===== src/acq_consts.svh =====
// acquisition chain constants
`ifndef ACQ_CONSTS_SVH
`define ACQ_CONSTS_SVH

////////////////////////////////////////
// data path widths
////////////////////////////////////////

`define ACQ_DW   14  // adc sample width, signed
`define ACQ_GW   16  // gain width, unsigned
`define ACQ_FRAC 14  // gain fraction bits, 16384 is unity

////////////////////////////////////////
// buffering and flow control
////////////////////////////////////////

`define ACQ_FIFO_DEPTH  4  // entries per buffer, also writer's initial credits
`define ACQ_OUT_CREDITS 2  // credits toward the outside sink

// decimation block is 2**shift samples
`define ACQ_MAX_SHIFT 3

`endif


===== src/acq_pkg.sv =====
// acquisition chain types
`include "acq_consts.svh"

package acq_pkg;

  ////////////////////////////////////////
  // data link
  ////////////////////////////////////////

  typedef struct packed {
    logic                     vld;  // one cycle per sample
    logic signed [`ACQ_DW-1:0] dat;  // signed sample
  } stream_t;

  ////////////////////////////////////////
  // configuration
  ////////////////////////////////////////

  typedef struct packed {
    logic        [`ACQ_GW-1:0] gain;   // u2.14
    logic signed [`ACQ_DW-1:0] off;    // added after gain
    logic        [1:0]         shift;  // log2 of block length
  } cfg_t;

  // register write opcodes
  typedef enum logic [1:0] {
    CFG_NOP   = 2'd0,
    CFG_GAIN  = 2'd1,
    CFG_OFF   = 2'd2,
    CFG_SHIFT = 2'd3
  } cfg_op_e;

endpackage : acq_pkg


===== src/acq_chain_top.sv =====
// acquisition chain top level
`timescale 1ns/1ps
`include "acq_consts.svh"

module acq_chain_top (
  input  logic             clk,
  input  logic             rst,
  input  acq_pkg::stream_t in,       // from outside source
  output logic             in_crd,
  output acq_pkg::stream_t out,      // to outside sink
  input  logic             out_crd,
  input  acq_pkg::cfg_op_e cfg_op,
  input  logic [15:0]      cfg_dat
);

  acq_pkg::stream_t in_head;   // input buffer head
  acq_pkg::stream_t mid_wr;    // corrector result
  acq_pkg::stream_t mid_head;  // middle buffer head
  logic             in_pop;
  logic             mid_pop;
  logic             mid_crd;
  acq_pkg::cfg_t    cfg;

  ////////////////////////////////////////
  // configuration
  ////////////////////////////////////////

  cfg_regs i_cfg (.clk, .rst, .cfg_op, .cfg_dat, .cfg);

  ////////////////////////////////////////
  // data path
  ////////////////////////////////////////

  credit_fifo #(.depth(`ACQ_FIFO_DEPTH)) i_in_fifo (
    .clk, .rst, .wr(in), .crd(in_crd), .pop(in_pop), .head(in_head)
  );

  correction_linear i_corr (
    .clk, .rst, .head(in_head), .pop(in_pop), .sto(mid_wr), .sto_crd(mid_crd), .cfg
  );

  credit_fifo #(.depth(`ACQ_FIFO_DEPTH)) i_mid_fifo (
    .clk, .rst, .wr(mid_wr), .crd(mid_crd), .pop(mid_pop), .head(mid_head)
  );

  decimator_avg i_dec (
    .clk, .rst, .head(mid_head), .pop(mid_pop), .out, .out_crd, .cfg
  );

endmodule : acq_chain_top


===== src/cfg_regs.sv =====
// configuration register block
`timescale 1ns/1ps
`include "acq_consts.svh"

module cfg_regs (
  input  logic             clk,
  input  logic             rst,
  input  acq_pkg::cfg_op_e cfg_op,   // write opcode, nop when idle
  input  logic [15:0]      cfg_dat,  // write data
  output acq_pkg::cfg_t    cfg       // held configuration
);

  // unity gain after reset
  localparam logic [`ACQ_GW-1:0] gain_unity = `ACQ_GW'(1) << `ACQ_FRAC;

  ////////////////////////////////////////
  // opcode decode
  ////////////////////////////////////////

  always_ff @(posedge clk) begin
    if (rst) begin
      cfg.gain  <= gain_unity;
      cfg.off   <= '0;
      cfg.shift <= '0;
    end else begin
      case (cfg_op)
        acq_pkg::CFG_GAIN: begin
          cfg.gain <= cfg_dat;  // full word
        end
        acq_pkg::CFG_OFF: begin
          cfg.off <= $signed(cfg_dat[`ACQ_DW-1:0]);  // low bits, two's complement
        end
        acq_pkg::CFG_SHIFT: begin
          cfg.shift <= cfg_dat[1:0];
        end
        default: begin
          // nop keeps everything
        end
      endcase
    end
  end

endmodule : cfg_regs


===== src/correction_linear.sv =====
// linear gain offset saturation
`timescale 1ns/1ps
`include "acq_consts.svh"

module correction_linear (
  input  logic             clk,
  input  logic             rst,
  input  acq_pkg::stream_t head,     // input buffer head
  output logic             pop,      // take head
  output acq_pkg::stream_t sto,      // toward middle buffer
  input  logic             sto_crd,  // credit back from middle buffer
  input  acq_pkg::cfg_t    cfg
);

  localparam int unsigned pw  = `ACQ_DW + `ACQ_GW + 1;      // signed x times unsigned gain
  localparam int unsigned sw  = pw - `ACQ_FRAC + 1;         // after shift, one guard bit
  localparam int unsigned ccw = $clog2(`ACQ_FIFO_DEPTH + 1);

  logic [ccw-1:0]            crd_cnt;  // free entries downstream
  logic                      v1, v2, v3;
  logic signed [pw-1:0]      mul;      // stage 1
  logic signed [sw-1:0]      sum;      // stage 2
  logic signed [`ACQ_DW-1:0] d3;       // stage 3
  logic signed [pw-`ACQ_FRAC-1:0] mul_sh;
  logic                      in_rng;

  // credit reserved at pop, so the pipe never stalls
  assign pop = head.vld & (crd_cnt != '0);

  ////////////////////////////////////////
  // credit counter
  ////////////////////////////////////////

  always_ff @(posedge clk) begin
    if (rst) begin
      crd_cnt <= ccw'(`ACQ_FIFO_DEPTH);
    end else begin
      case ({pop, sto_crd})
        2'b10:   crd_cnt <= crd_cnt - 1'b1;
        2'b01:   crd_cnt <= crd_cnt + 1'b1;
        default: crd_cnt <= crd_cnt;  // send and return cancel
      endcase
    end
  end

  // valid bits travel alongside the data
  always_ff @(posedge clk) begin
    if (rst) begin
      v1 <= 1'b0;
      v2 <= 1'b0;
      v3 <= 1'b0;
    end else begin
      v1 <= pop;
      v2 <= v1;
      v3 <= v2;
    end
  end

  // floor divide by 2**frac, arithmetic
  assign mul_sh = mul[pw-1:`ACQ_FRAC];

  // sum fits when all bits above the sample sign agree
  assign in_rng = (&sum[sw-1:`ACQ_DW-1]) | ~(|sum[sw-1:`ACQ_DW-1]);

  ////////////////////////////////////////
  // data stages
  ////////////////////////////////////////

  always_ff @(posedge clk) begin
    mul <= head.dat * $signed({1'b0, cfg.gain});       // gain
    sum <= sw'(mul_sh) + sw'(cfg.off);                 // offset, sign extended
    if (in_rng) begin
      d3 <= sum[`ACQ_DW-1:0];
    end else begin
      d3 <= {sum[sw-1], {(`ACQ_DW-1){~sum[sw-1]}}};   // clamp to 8191 or -8192
    end
  end

  assign sto.vld = v3;
  assign sto.dat = d3;

endmodule : correction_linear


===== src/credit_fifo.sv =====
// credit returning receive buffer
`timescale 1ns/1ps
`include "acq_consts.svh"

module credit_fifo #(
  parameter int unsigned depth = `ACQ_FIFO_DEPTH  // 2 or more
) (
  input  logic              clk,
  input  logic              rst,
  input  acq_pkg::stream_t  wr,    // write side, never full by credit
  output logic              crd,   // one pulse per freed entry
  input  logic              pop,   // read side
  output acq_pkg::stream_t  head   // first word fall-through
);

  localparam int unsigned pw = $clog2(depth);
  localparam int unsigned cw = $clog2(depth + 1);

  logic signed [`ACQ_DW-1:0] mem [depth];  // sample storage only
  logic [pw-1:0]             wr_ptr;
  logic [pw-1:0]             rd_ptr;
  logic [cw-1:0]             cnt;         // fill count
  logic                      do_pop;

  assign do_pop = pop & head.vld;  // popping empty is ignored
  assign crd    = do_pop;          // credit goes back with the pop

  assign head.vld = (cnt != '0);
  assign head.dat = mem[rd_ptr];

  // payload write, no reset
  always_ff @(posedge clk) begin
    if (wr.vld) begin
      mem[wr_ptr] <= wr.dat;
    end
  end

  ////////////////////////////////////////
  // pointers and fill count
  ////////////////////////////////////////

  always_ff @(posedge clk) begin
    if (rst) begin
      wr_ptr <= '0;
      rd_ptr <= '0;
      cnt    <= '0;
    end else begin
      if (wr.vld) begin
        wr_ptr <= (wr_ptr == pw'(depth - 1)) ? '0 : wr_ptr + 1'b1;  // wrap for any depth
      end
      if (do_pop) begin
        rd_ptr <= (rd_ptr == pw'(depth - 1)) ? '0 : rd_ptr + 1'b1;
      end
      case ({wr.vld, do_pop})
        2'b10:   cnt <= cnt + 1'b1;
        2'b01:   cnt <= cnt - 1'b1;
        default: cnt <= cnt;  // idle or push with pop
      endcase
    end
  end

endmodule : credit_fifo


===== src/decimator_avg.sv =====
// block averaging decimator
`timescale 1ns/1ps
`include "acq_consts.svh"

module decimator_avg (
  input  logic             clk,
  input  logic             rst,
  input  acq_pkg::stream_t head,     // middle buffer head
  output logic             pop,
  output acq_pkg::stream_t out,      // toward outside sink
  input  logic             out_crd,  // sink credit return
  input  acq_pkg::cfg_t    cfg
);

  localparam int unsigned aw  = `ACQ_DW + `ACQ_MAX_SHIFT;   // sum of 8 samples
  localparam int unsigned cw  = `ACQ_MAX_SHIFT + 1;         // counts up to block length
  localparam int unsigned ccw = $clog2(`ACQ_OUT_CREDITS + 1);

  logic [ccw-1:0]            crd_cnt;  // sink credits
  logic [cw-1:0]             cnt;      // samples taken in this block
  logic signed [aw-1:0]      acc;
  logic signed [aw-1:0]      sum_nxt;  // acc plus current head
  logic signed [aw-1:0]      avg;
  logic                      last;     // head closes the block
  logic                      o_vld;
  logic signed [`ACQ_DW-1:0] o_dat;

  assign last    = ((cnt + 1'b1) == (cw'(1) << cfg.shift));
  assign sum_nxt = acc + aw'(head.dat);
  assign avg     = sum_nxt >>> cfg.shift;  // floor average

  // only a closing sample needs a sink credit
  assign pop = head.vld & (~last | (crd_cnt != '0));

  ////////////////////////////////////////
  // accumulate and emit
  ////////////////////////////////////////

  always_ff @(posedge clk) begin
    if (rst) begin
      acc   <= '0;
      cnt   <= '0;
      o_vld <= 1'b0;
    end else begin
      o_vld <= pop & last;  // one pulse per block
      if (pop) begin
        if (last) begin
          acc <= '0;
          cnt <= '0;
        end else begin
          acc <= sum_nxt;
          cnt <= cnt + 1'b1;
        end
      end
    end
  end

  // result payload
  always_ff @(posedge clk) begin
    if (pop & last) begin
      o_dat <= avg[`ACQ_DW-1:0];  // average always fits the sample width
    end
  end

  // credit counter toward the sink
  always_ff @(posedge clk) begin
    if (rst) begin
      crd_cnt <= ccw'(`ACQ_OUT_CREDITS);
    end else begin
      case ({pop & last, out_crd})
        2'b10:   crd_cnt <= crd_cnt - 1'b1;
        2'b01:   crd_cnt <= crd_cnt + 1'b1;
        default: crd_cnt <= crd_cnt;
      endcase
    end
  end

  assign out.vld = o_vld;
  assign out.dat = o_dat;

endmodule : decimator_avg


===== config.mk =====
export PLATFORM = sky130hd
export DESIGN_NAME = acq_chain_top
export DESIGN_NICKNAME = d
export VERILOG_FILES = /design/src/acq_pkg.sv /design/src/acq_chain_top.sv /design/src/cfg_regs.sv /design/src/correction_linear.sv /design/src/credit_fifo.sv /design/src/decimator_avg.sv
export VERILOG_INCLUDE_DIRS = /design/src
export SDC_FILE = /design/constraint.sdc
export NUM_CORES = 1
export LEC_CHECK = 0
export ABC_AREA = 0
export BUFFER_PORTS_ARGS = -buffer_cell sky130_fd_sc_hd__buf_2
export CAP_MARGIN = 40
export CORE_MARGIN = 2
export CORE_UTILIZATION = 69
export DETAILED_ROUTE_END_ITERATION = 6
export PLACE_DENSITY = 0.89
export SYNTH_ARGS = -nofsm -noshare
export SYNTH_HDL_FRONTEND = slang
export SYNTH_SLANG_ARGS = --single-unit

===== constraint.sdc =====
create_clock -name clk -period 18.6 [get_ports clk]
set_input_delay 1.86 -clock clk [delete_from_list [all_inputs] [get_ports clk]]
set_output_delay 1.86 -clock clk [all_outputs]
set_load 0.05 [all_outputs]

==> reports/qor_table.md, run 1 <==
| Item | Value |
|---|---|
| Outcome | finished, final reports clean |
| DR vias | 12000 |
| Die outline area | 26900 um2 |
| Hold crit path type | flip-flop to flip-flop |
| Final Setup Violations | 0 |
| Worst slew margin | 0.391 |
| Share of the synthesized area in the top cell type | 0.214 |
| FF-to-FF End | i_corr.mul[25] |
| Maximum number of pins on one net before global-route repair | 79 |
| Hold Crit Depth | 0 |
| Highest metal layer with signal wires | met4 |
| Nets | 1998 |
| Signal arrival time at the worst endpoint | 7.80 ns |
| Met2 routed wirelength | 19.5 mm |
| Number of global-route vias before repair | 12900 |
| Number of flops mapped to enable cells by yosys | 126 |
| Cell type with the highest occurrence count on the critical path | fa_1 |
| Count of endpoints failing hold in the final timing report | 0 |
| Effective utilization at floorplan | 0.702 |
| Longest individual stage delay on the worst path | 0.65 ns |
| Count of cells along the worst register-to-register path | 22 |
| Number of port buffers | 51 |
| Hold-fix buffers, CTS | 0 |
| PostCTS Resize Cnt | 0 |
| Crit path max-delay cell type | dfxtp_1 |
| Pwr/cell area | 167 nW/um2 |
| Capture endpoint of the worst hold path | i_corr.d3[13] |
| TritonCTS clock tree | built |
| Fill count | 1507 |
| Leak Pwr | 8.52 nW |
| Worst endpoint required time | 19.03 ns |
| Total Negative Setup Slacks | 0 ns |
| Maximum net fanout on the critical path | 10 |
| Clock Sinks | 255 |
| Clock Pin Slew Worst Setup and Hold Paths | 0.06 ns |
| Die extent in x | 164 um |
| Routed length per placed instance | 19.2 um |
| Fin worst setup slack | 11.24 ns |
| Area of the core | 25200 um2 |
| HP Start | i_corr.sum[17] |
| Setup repair after global routing missed its margin | false |
| Number of library cell types mapped by synthesis | 62 |
| Critical path start-end classification | flip-flop to flip-flop |
| Worst Hold Slack | 0.420 ns |
| Remaining number of nets flagged by the antenna check after routing | 0 |
| Number of buffers on the longest clock path | 3 |
| Cell accounting for the most synthesized area | edfxtp_1 |
| Kind of capture point of the worst setup path | flip-flop |
| Row cnt | 58 |
| Mapped Area | 17700 um2 |
| Final routed wirelength across all metal layers | 38.1 mm |
| Detailed Routing Iterations Pass 1 | 5 |
| Antenna fix cells | 0 |
| Last weighted congestion value of the routability-driven placer | 0.925 |
| Setup slack on the worst flop-to-flop path | 11.24 ns |
| Antenna violations before repair | 0 |
| Grt ovf | 0 |
| Synth Net Count | 1972 |
| Total number of H-tree levels | 1 |
| Clock root cell | clkbuf_16 |
| Multi-input gate area in the final layout | 10300 um2 |
| Detailed router's first-iteration violation count | 980 |
| Share of the core filled with cells in the final layout | 0.752 |
| Synth cell count leaders | inv_1 (209), nand2_1 (188), fa_1 (170), ha_1 (157), dfxtp_1 (129) |
| Worst slack, placed | 11.26 ns |
| Post-route DRC violation count | 0 |
| Total count of max-transition violations in the final report | 0 |
| Clock latency reported for the late side of the worst-skew pair | 0.52 ns |
| Most instantiated flip-flop cell in the synthesis netlist | dfxtp_1 |
| Global routing usage summed across all routing layers | 0.293 |
| Ranking of synthesized cells by area | edfxtp_1 (21%), fa_1 (19%), dfxtp_1 (15%), ha_1 (11%), mux4_2 (4.5%) |
| Fraction of the yosys area taken by sequential cells | 0.360 |
| Post-synthesis cell count | 1609 |
| Vertical die dimension | 164 um |
| Achievable frequency | 136 MHz |
| Signed area change from the synthesized netlist to the final layout | 7.06% |
| Library cell with the highest instance count after synthesis | inv_1 |
| TritonCTS buffer count | 24 |
| Half-perimeter wire length after detailed placement | 27.6 mm |
| Slew at the pin closest to its max-slew limit | 0.910 ns |
| Crit start category | flip-flop |
| Proportion of synthesized flip-flops having asynchronous set or reset | 0 |
| Detailed-route wire length on metal 1 | 14.5 mm |
| Peak VDD IR | 0.000133 V |
| Final critical-path share of the clock period | 0.396 |
| I/O pin total | 52 |
| Post-CTS setup-driven buffer insertion count | 0 |
| Sequential cell area | 6370 um2 |
| Avg Inst Size Synth | 11.0 um2 |
| Min Tclk post-route | 7.36 ns |
| Final setup skew | 0.0178 ns |
| Mean number of vias per cell | 6.04 |
| CP Cell Sequence | mux2_2, o21ai_1, inv_1, fa_1, inv_1, fa_1, inv_1, fa_1, fa_1, fa_1, inv_1, fa_1, inv_1, ha_1, a21oi_1, o21ai_0, a21o_4, o31ai_4, o2111ai_1, a221o_1, a21oi_2, xnor2_1 |
| Ys Warns | 0 |
| Number of max-capacitance violations reported | 0 |
| Share of final-layout standard cells stronger than drive strength 1 | 0.0877 |
| Synth Register Bits | 255 |
| Wire length of the first global-routing pass | 62.2 mm |
| Total met3 wirelength after detailed routing | 2.86 mm |
-- per-layer routing --
| layer | vias up | track usage |
|---|---|---|
| li1 | 5372 | - |
| met1 | 5970 | 0.363 |
| met2 | 530 | 0.514 |
| met3 | 106 | 0.0556 |
| met4 | 0 | 0.107 |
| met5 | - | 0 |
-- worst max path at each step --
| stage | startpoint | to | cells after the start |
|---|---|---|---|
| global route | flip-flop | i_corr.mul[25] | 22 |
| global placement | flip-flop | i_corr.mul[25] | 22 |
| floorplan | flip-flop | i_corr.mul[25] | 24 |
| finish | flip-flop | i_corr.mul[25] | 22 |
| detailed placement | flip-flop | i_corr.mul[25] | 22 |
| CTS | flip-flop | i_corr.mul[25] | 22 |
-- critical path, delay by kind of cell (launching register included) --
family                     cells  cell delay (ns)
DFF                            1             0.65
xor gates and xnor gates       1             0.13
adders and majority gates      7             3.39
AOI/OAI and AO/OA              8             2.13
buffers and inverters          5             0.59
muxes                          1             0.40
-- state kept, by name, indices dropped and copies added (netlist names), 4 cells and up, named ones only --
signal / count
i_in_fifo.mem: 56
i_corr.mul: 17
i_dec.o_dat: 14
i_corr.d3: 14
i_corr.sum: 18
i_dec.acc: 17
i_mid_fifo.mem: 56
i_dec.cnt: 4
i_cfg.cfg: 32
-- power breakdown --
group,switching [mW],leakage (nW),total [mW],internal (mW)
Combinational,1.10,5.94,1.88,0.771
Sequential,0.0775,2.22,0.828,0.750
Clock,0.204,0.367,0.461,0.257
Total,1.39,8.52,3.16,1.78
-- cells in the final DEF (no fill, tap or decap), types with 3 or more instances in the layout --
| master | count |
|---|---|
| nor4_1 | 3 |
| o31ai_1 | 4 |
| nor3_1 | 7 |
| mux4_2 | 35 |
| and2_1 | 124 |
| a21o_1 | 28 |
| nor2b_1 | 12 |
| clkbuf_16 | 25 |
| buf_2 | 51 |
| xor2_1 | 28 |
| a21oi_1 | 78 |
| o21a_1 | 7 |
| inv_1 | 211 |
| dfxtp_1 | 129 |
| xnor2_1 | 30 |
| clkbuf_1 | 8 |
| nor2_1 | 67 |
| nand3_1 | 9 |
| and3_1 | 6 |
| buf_4 | 9 |
| nand4b_1 | 3 |
| or3_1 | 6 |
| nand4_1 | 4 |
| fa_1 | 170 |
| o21bai_1 | 3 |
| clkinv_2 | 3 |
| or3b_2 | 3 |
| a22oi_1 | 22 |
| edfxtp_1 | 126 |
| a31oi_1 | 3 |
| nand3b_1 | 3 |
| ha_1 | 157 |
| nand2_1 | 188 |
| mux2i_1 | 13 |
| o21ai_0 | 22 |
| nand2b_1 | 14 |
-- stage by stage --
stage / cell area, um2 / std cells / total power [mW]
6_report: 18900 / 1983 / 3.16
2_1_floorplan: 17700 / 1609 / 2.21
3_5_place_dp: 18200 / 1939 / 2.65
5_1_grt: 18900 / 1983 / 3.40
4_1_cts: 18900 / 1983 / 3.15
3_3_place_gp: 18200 / 1937 / 2.56
-- cell families after synthesis --
family / count (synthesis) / share of synthesized area
AOI/OAI and AO/OA: 191 / 0.0697
xor gates and xnor gates: 58 / 0.0287
adders and majority gates: 327 / 0.304
buffers and inverters: 271 / 0.0583
DFF: 255 / 0.360
muxes: 50 / 0.0532
and+or+nand+nor: 457 / 0.126
-- final cells by class --
cell class	count	share of cell area
Multi-Input combinational cell	1083	0.543
Sequential cell	255	0.336
Inverter	210	0.0417
Clock buffer	36	0.0364
Tap cell	330	0.0218
Timing Repair Buffer	61	0.0179
Clock inverter	8	0.00251
Power figures use the tool's default switching activity.
==> inputs of run 2 (changes only) <==
CORE_UTILIZATION = 58   (was 69)
PLACE_DENSITY = 0.8   (was 0.89)
clock period = 6.2 ns   (was 18.6 ns; I/O delays follow)
==> reports/qor_table.md, run 2 (synthesis results as in run 1) <==
| Item | Value |
|---|---|
| Outcome | finished, violations left |
| Violated checks | setup timing |
| Number of buffers on the longest clock path | 3 |
| TritonCTS clock tree | built |
| Most used routing layer in global routing | met2 |
| Fill count | 2060 |
| Total chip power | 11.2 mW |
| Total count of max-transition violations in the final report | 0 |
| Maximum number of pins on one net before global-route repair | 79 |
| Count of endpoints failing hold in the final timing report | 0 |
| Final Setup Violations | 11 |
| Die extent in x | 179 um |
| Nets | 2089 |
| Routed length per placed instance | 18.5 um |
| Maximum net fanout on the critical path | 8 |
| Total number of H-tree levels | 1 |
| Vertical die dimension | 179 um |
| Last weighted congestion value of the routability-driven placer | 0.928 |
| HP Start | in[13] |
| Worst slew margin | 0.408 |
| Hold crit path type | primary input to flip-flop |
| Commonest cells after routing, fill and taps aside | inv_1 (204), nand2_1 (187), fa_1 (165) |
| Mean number of vias per cell | 5.65 |
| TritonCTS buffer count | 24 |
| GR met1 Demand/Resource | 0.328 |
| Row cnt | 63 |
| Number of port buffers | 51 |
| DR vias | 12000 |
| Finished layout cell area | 20200 um2 |
| Met2 routing resource usage after global routing | 0.456 |
| Grt ovf | 0 |
| Number of global-route vias before repair | 12800 |
| I/O pin total | 52 |
| Area of the core | 29800 um2 |
| Detailed router's first-iteration violation count | 833 |
| Fin worst setup slack | -0.238 ns |
| Signed area change from the synthesized netlist to the final layout | 14.6% |
| Number of max-capacitance violations reported | 0 |
| Effective utilization at floorplan | 0.593 |
| Pwr/cell area | 555 nW/um2 |
| Kind of capture point of the worst setup path | flip-flop |
| Final critical-path share of the clock period | 1.04 |
| Peak VDD IR | 0.000514 V |
| Wire length of the first global-routing pass | 64.4 mm |
| Hold Crit Depth | 1 |
| Clock root cell | clkbuf_16 |
| Signal arrival time at the worst endpoint | 6.90 ns |
| Remaining number of nets flagged by the antenna check after routing | 0 |
| Slew at the pin closest to its max-slew limit | 0.887 ns |
| Die outline area | 31900 um2 |
| Worst endpoint required time | 6.66 ns |
| Worst Hold Slack | 0.307 ns |
| Min Tclk post-route | 6.44 ns |
| Leading cell type in the layout, fill and taps excluded | inv_1 |
| Share of final-layout standard cells stronger than drive strength 1 | 0.170 |
| Global routing usage summed across all routing layers | 0.258 |
| Setup repair after global routing missed its margin | true |
| Clock latency reported for the late side of the worst-skew pair | 0.53 ns |
| Count of cells along the worst register-to-register path | 23 |
| Clock Pin Slew Worst Setup and Hold Paths | 0.07 ns |
| Final routed wirelength across all metal layers | 39.5 mm |
| Final setup skew | 0.00968 ns |
| Half-perimeter wire length after detailed placement | 29.0 mm |
| Routing usage on met3 | 0.0373 |
| Clock Sinks | 255 |
| Detailed Routing Iterations Pass 1 | 6 |
| Largest registers | i_in_fifo.mem (56), i_mid_fifo.mem (56), i_cfg.cfg (32) |
| Post-route DRC violation count | 0 |
| Antenna fix cells | 0 |
| Antenna violations before repair | 1 |
| Leak Pwr | 9.10 nW |
| Crit start category | flip-flop |
| Critical path start-end classification | flip-flop to flip-flop |
| Achievable frequency | 155 MHz |
| Total cell area at the placement stage | 18800 um2 |
## run 2: routing by layer
metal,vias up,wire [um]
met4,0,1310
met3,101,2460
met1,5977,15700
met2,413,20000
met5,-,0
li1,5556,-
## run 2: cell type report
cell class	instances	area [um2]	share of cell area
Multi-Input combinational cell	1083	10600	0.522
Tap cell	390	488	0.0241
Inverter	210	788	0.0389
Clock buffer	33	759	0.0375
Clock inverter	11	171	0.00847
Timing Repair Buffer	152	1100	0.0543
Sequential cell	255	6370	0.314
## run 2: metrics by stage
stage	setup WS (ns)	utilization	TNS, ns	std cells
finish	-0.238	0.680	-1.48	2134
global route	-0.425	0.680	-3.41	2134
CTS	-0.246	0.670	-1.58	2125
detailed placement	-0.261	0.632	-1.46	2069
global placement	-0.151	0.631	-0.461	2067
floorplan	-0.0386	-	-0.0386	1609
## run 2: where the power goes
group	internal [mW]	total (mW)	switching [mW]
Clock	1.03	1.66	0.637
Combinational	3.22	7.13	3.91
Sequential	2.25	2.44	0.191
Total	6.50	11.2	4.74
## run 2: worst max-delay path, cell delays in order (launching register included)
cell	delay, ns
dfxtp_2	0.34
buf_12	0.12
mux4_2	0.57
buf_12	0.17
buf_8	0.12
and2_4	0.15
fa_1	0.54
inv_1	0.06
fa_2	0.53
inv_2	0.04
fa_1	0.48
ha_4	0.30
fa_1	0.43
fa_1	0.56
ha_4	0.21
and3_4	0.17
a22oi_2	0.15
o21ai_2	0.10
a21o_4	0.24
o31ai_4	0.25
o2111ai_2	0.18
a221o_1	0.40
a21oi_2	0.15
xnor2_1	0.12
## run 2: path summary, 6_finish.rpt
check,endpoint,slack [ns]
worst min-delay path,i_in_fifo.mem[3][13],0.31
worst max-delay path,i_corr.mul[25],-0.24
worst min register to register,i_corr.d3[13],0.38
worst max register to register,i_corr.mul[25],-0.24
## run 2: timing repair
action,CTS,global route
hold buffers,0,0
pin swaps,22,39
resized for setup,33,40
gates cloned,0,0
setup buffers,12,12
endpoints found under the setup margin,11,15
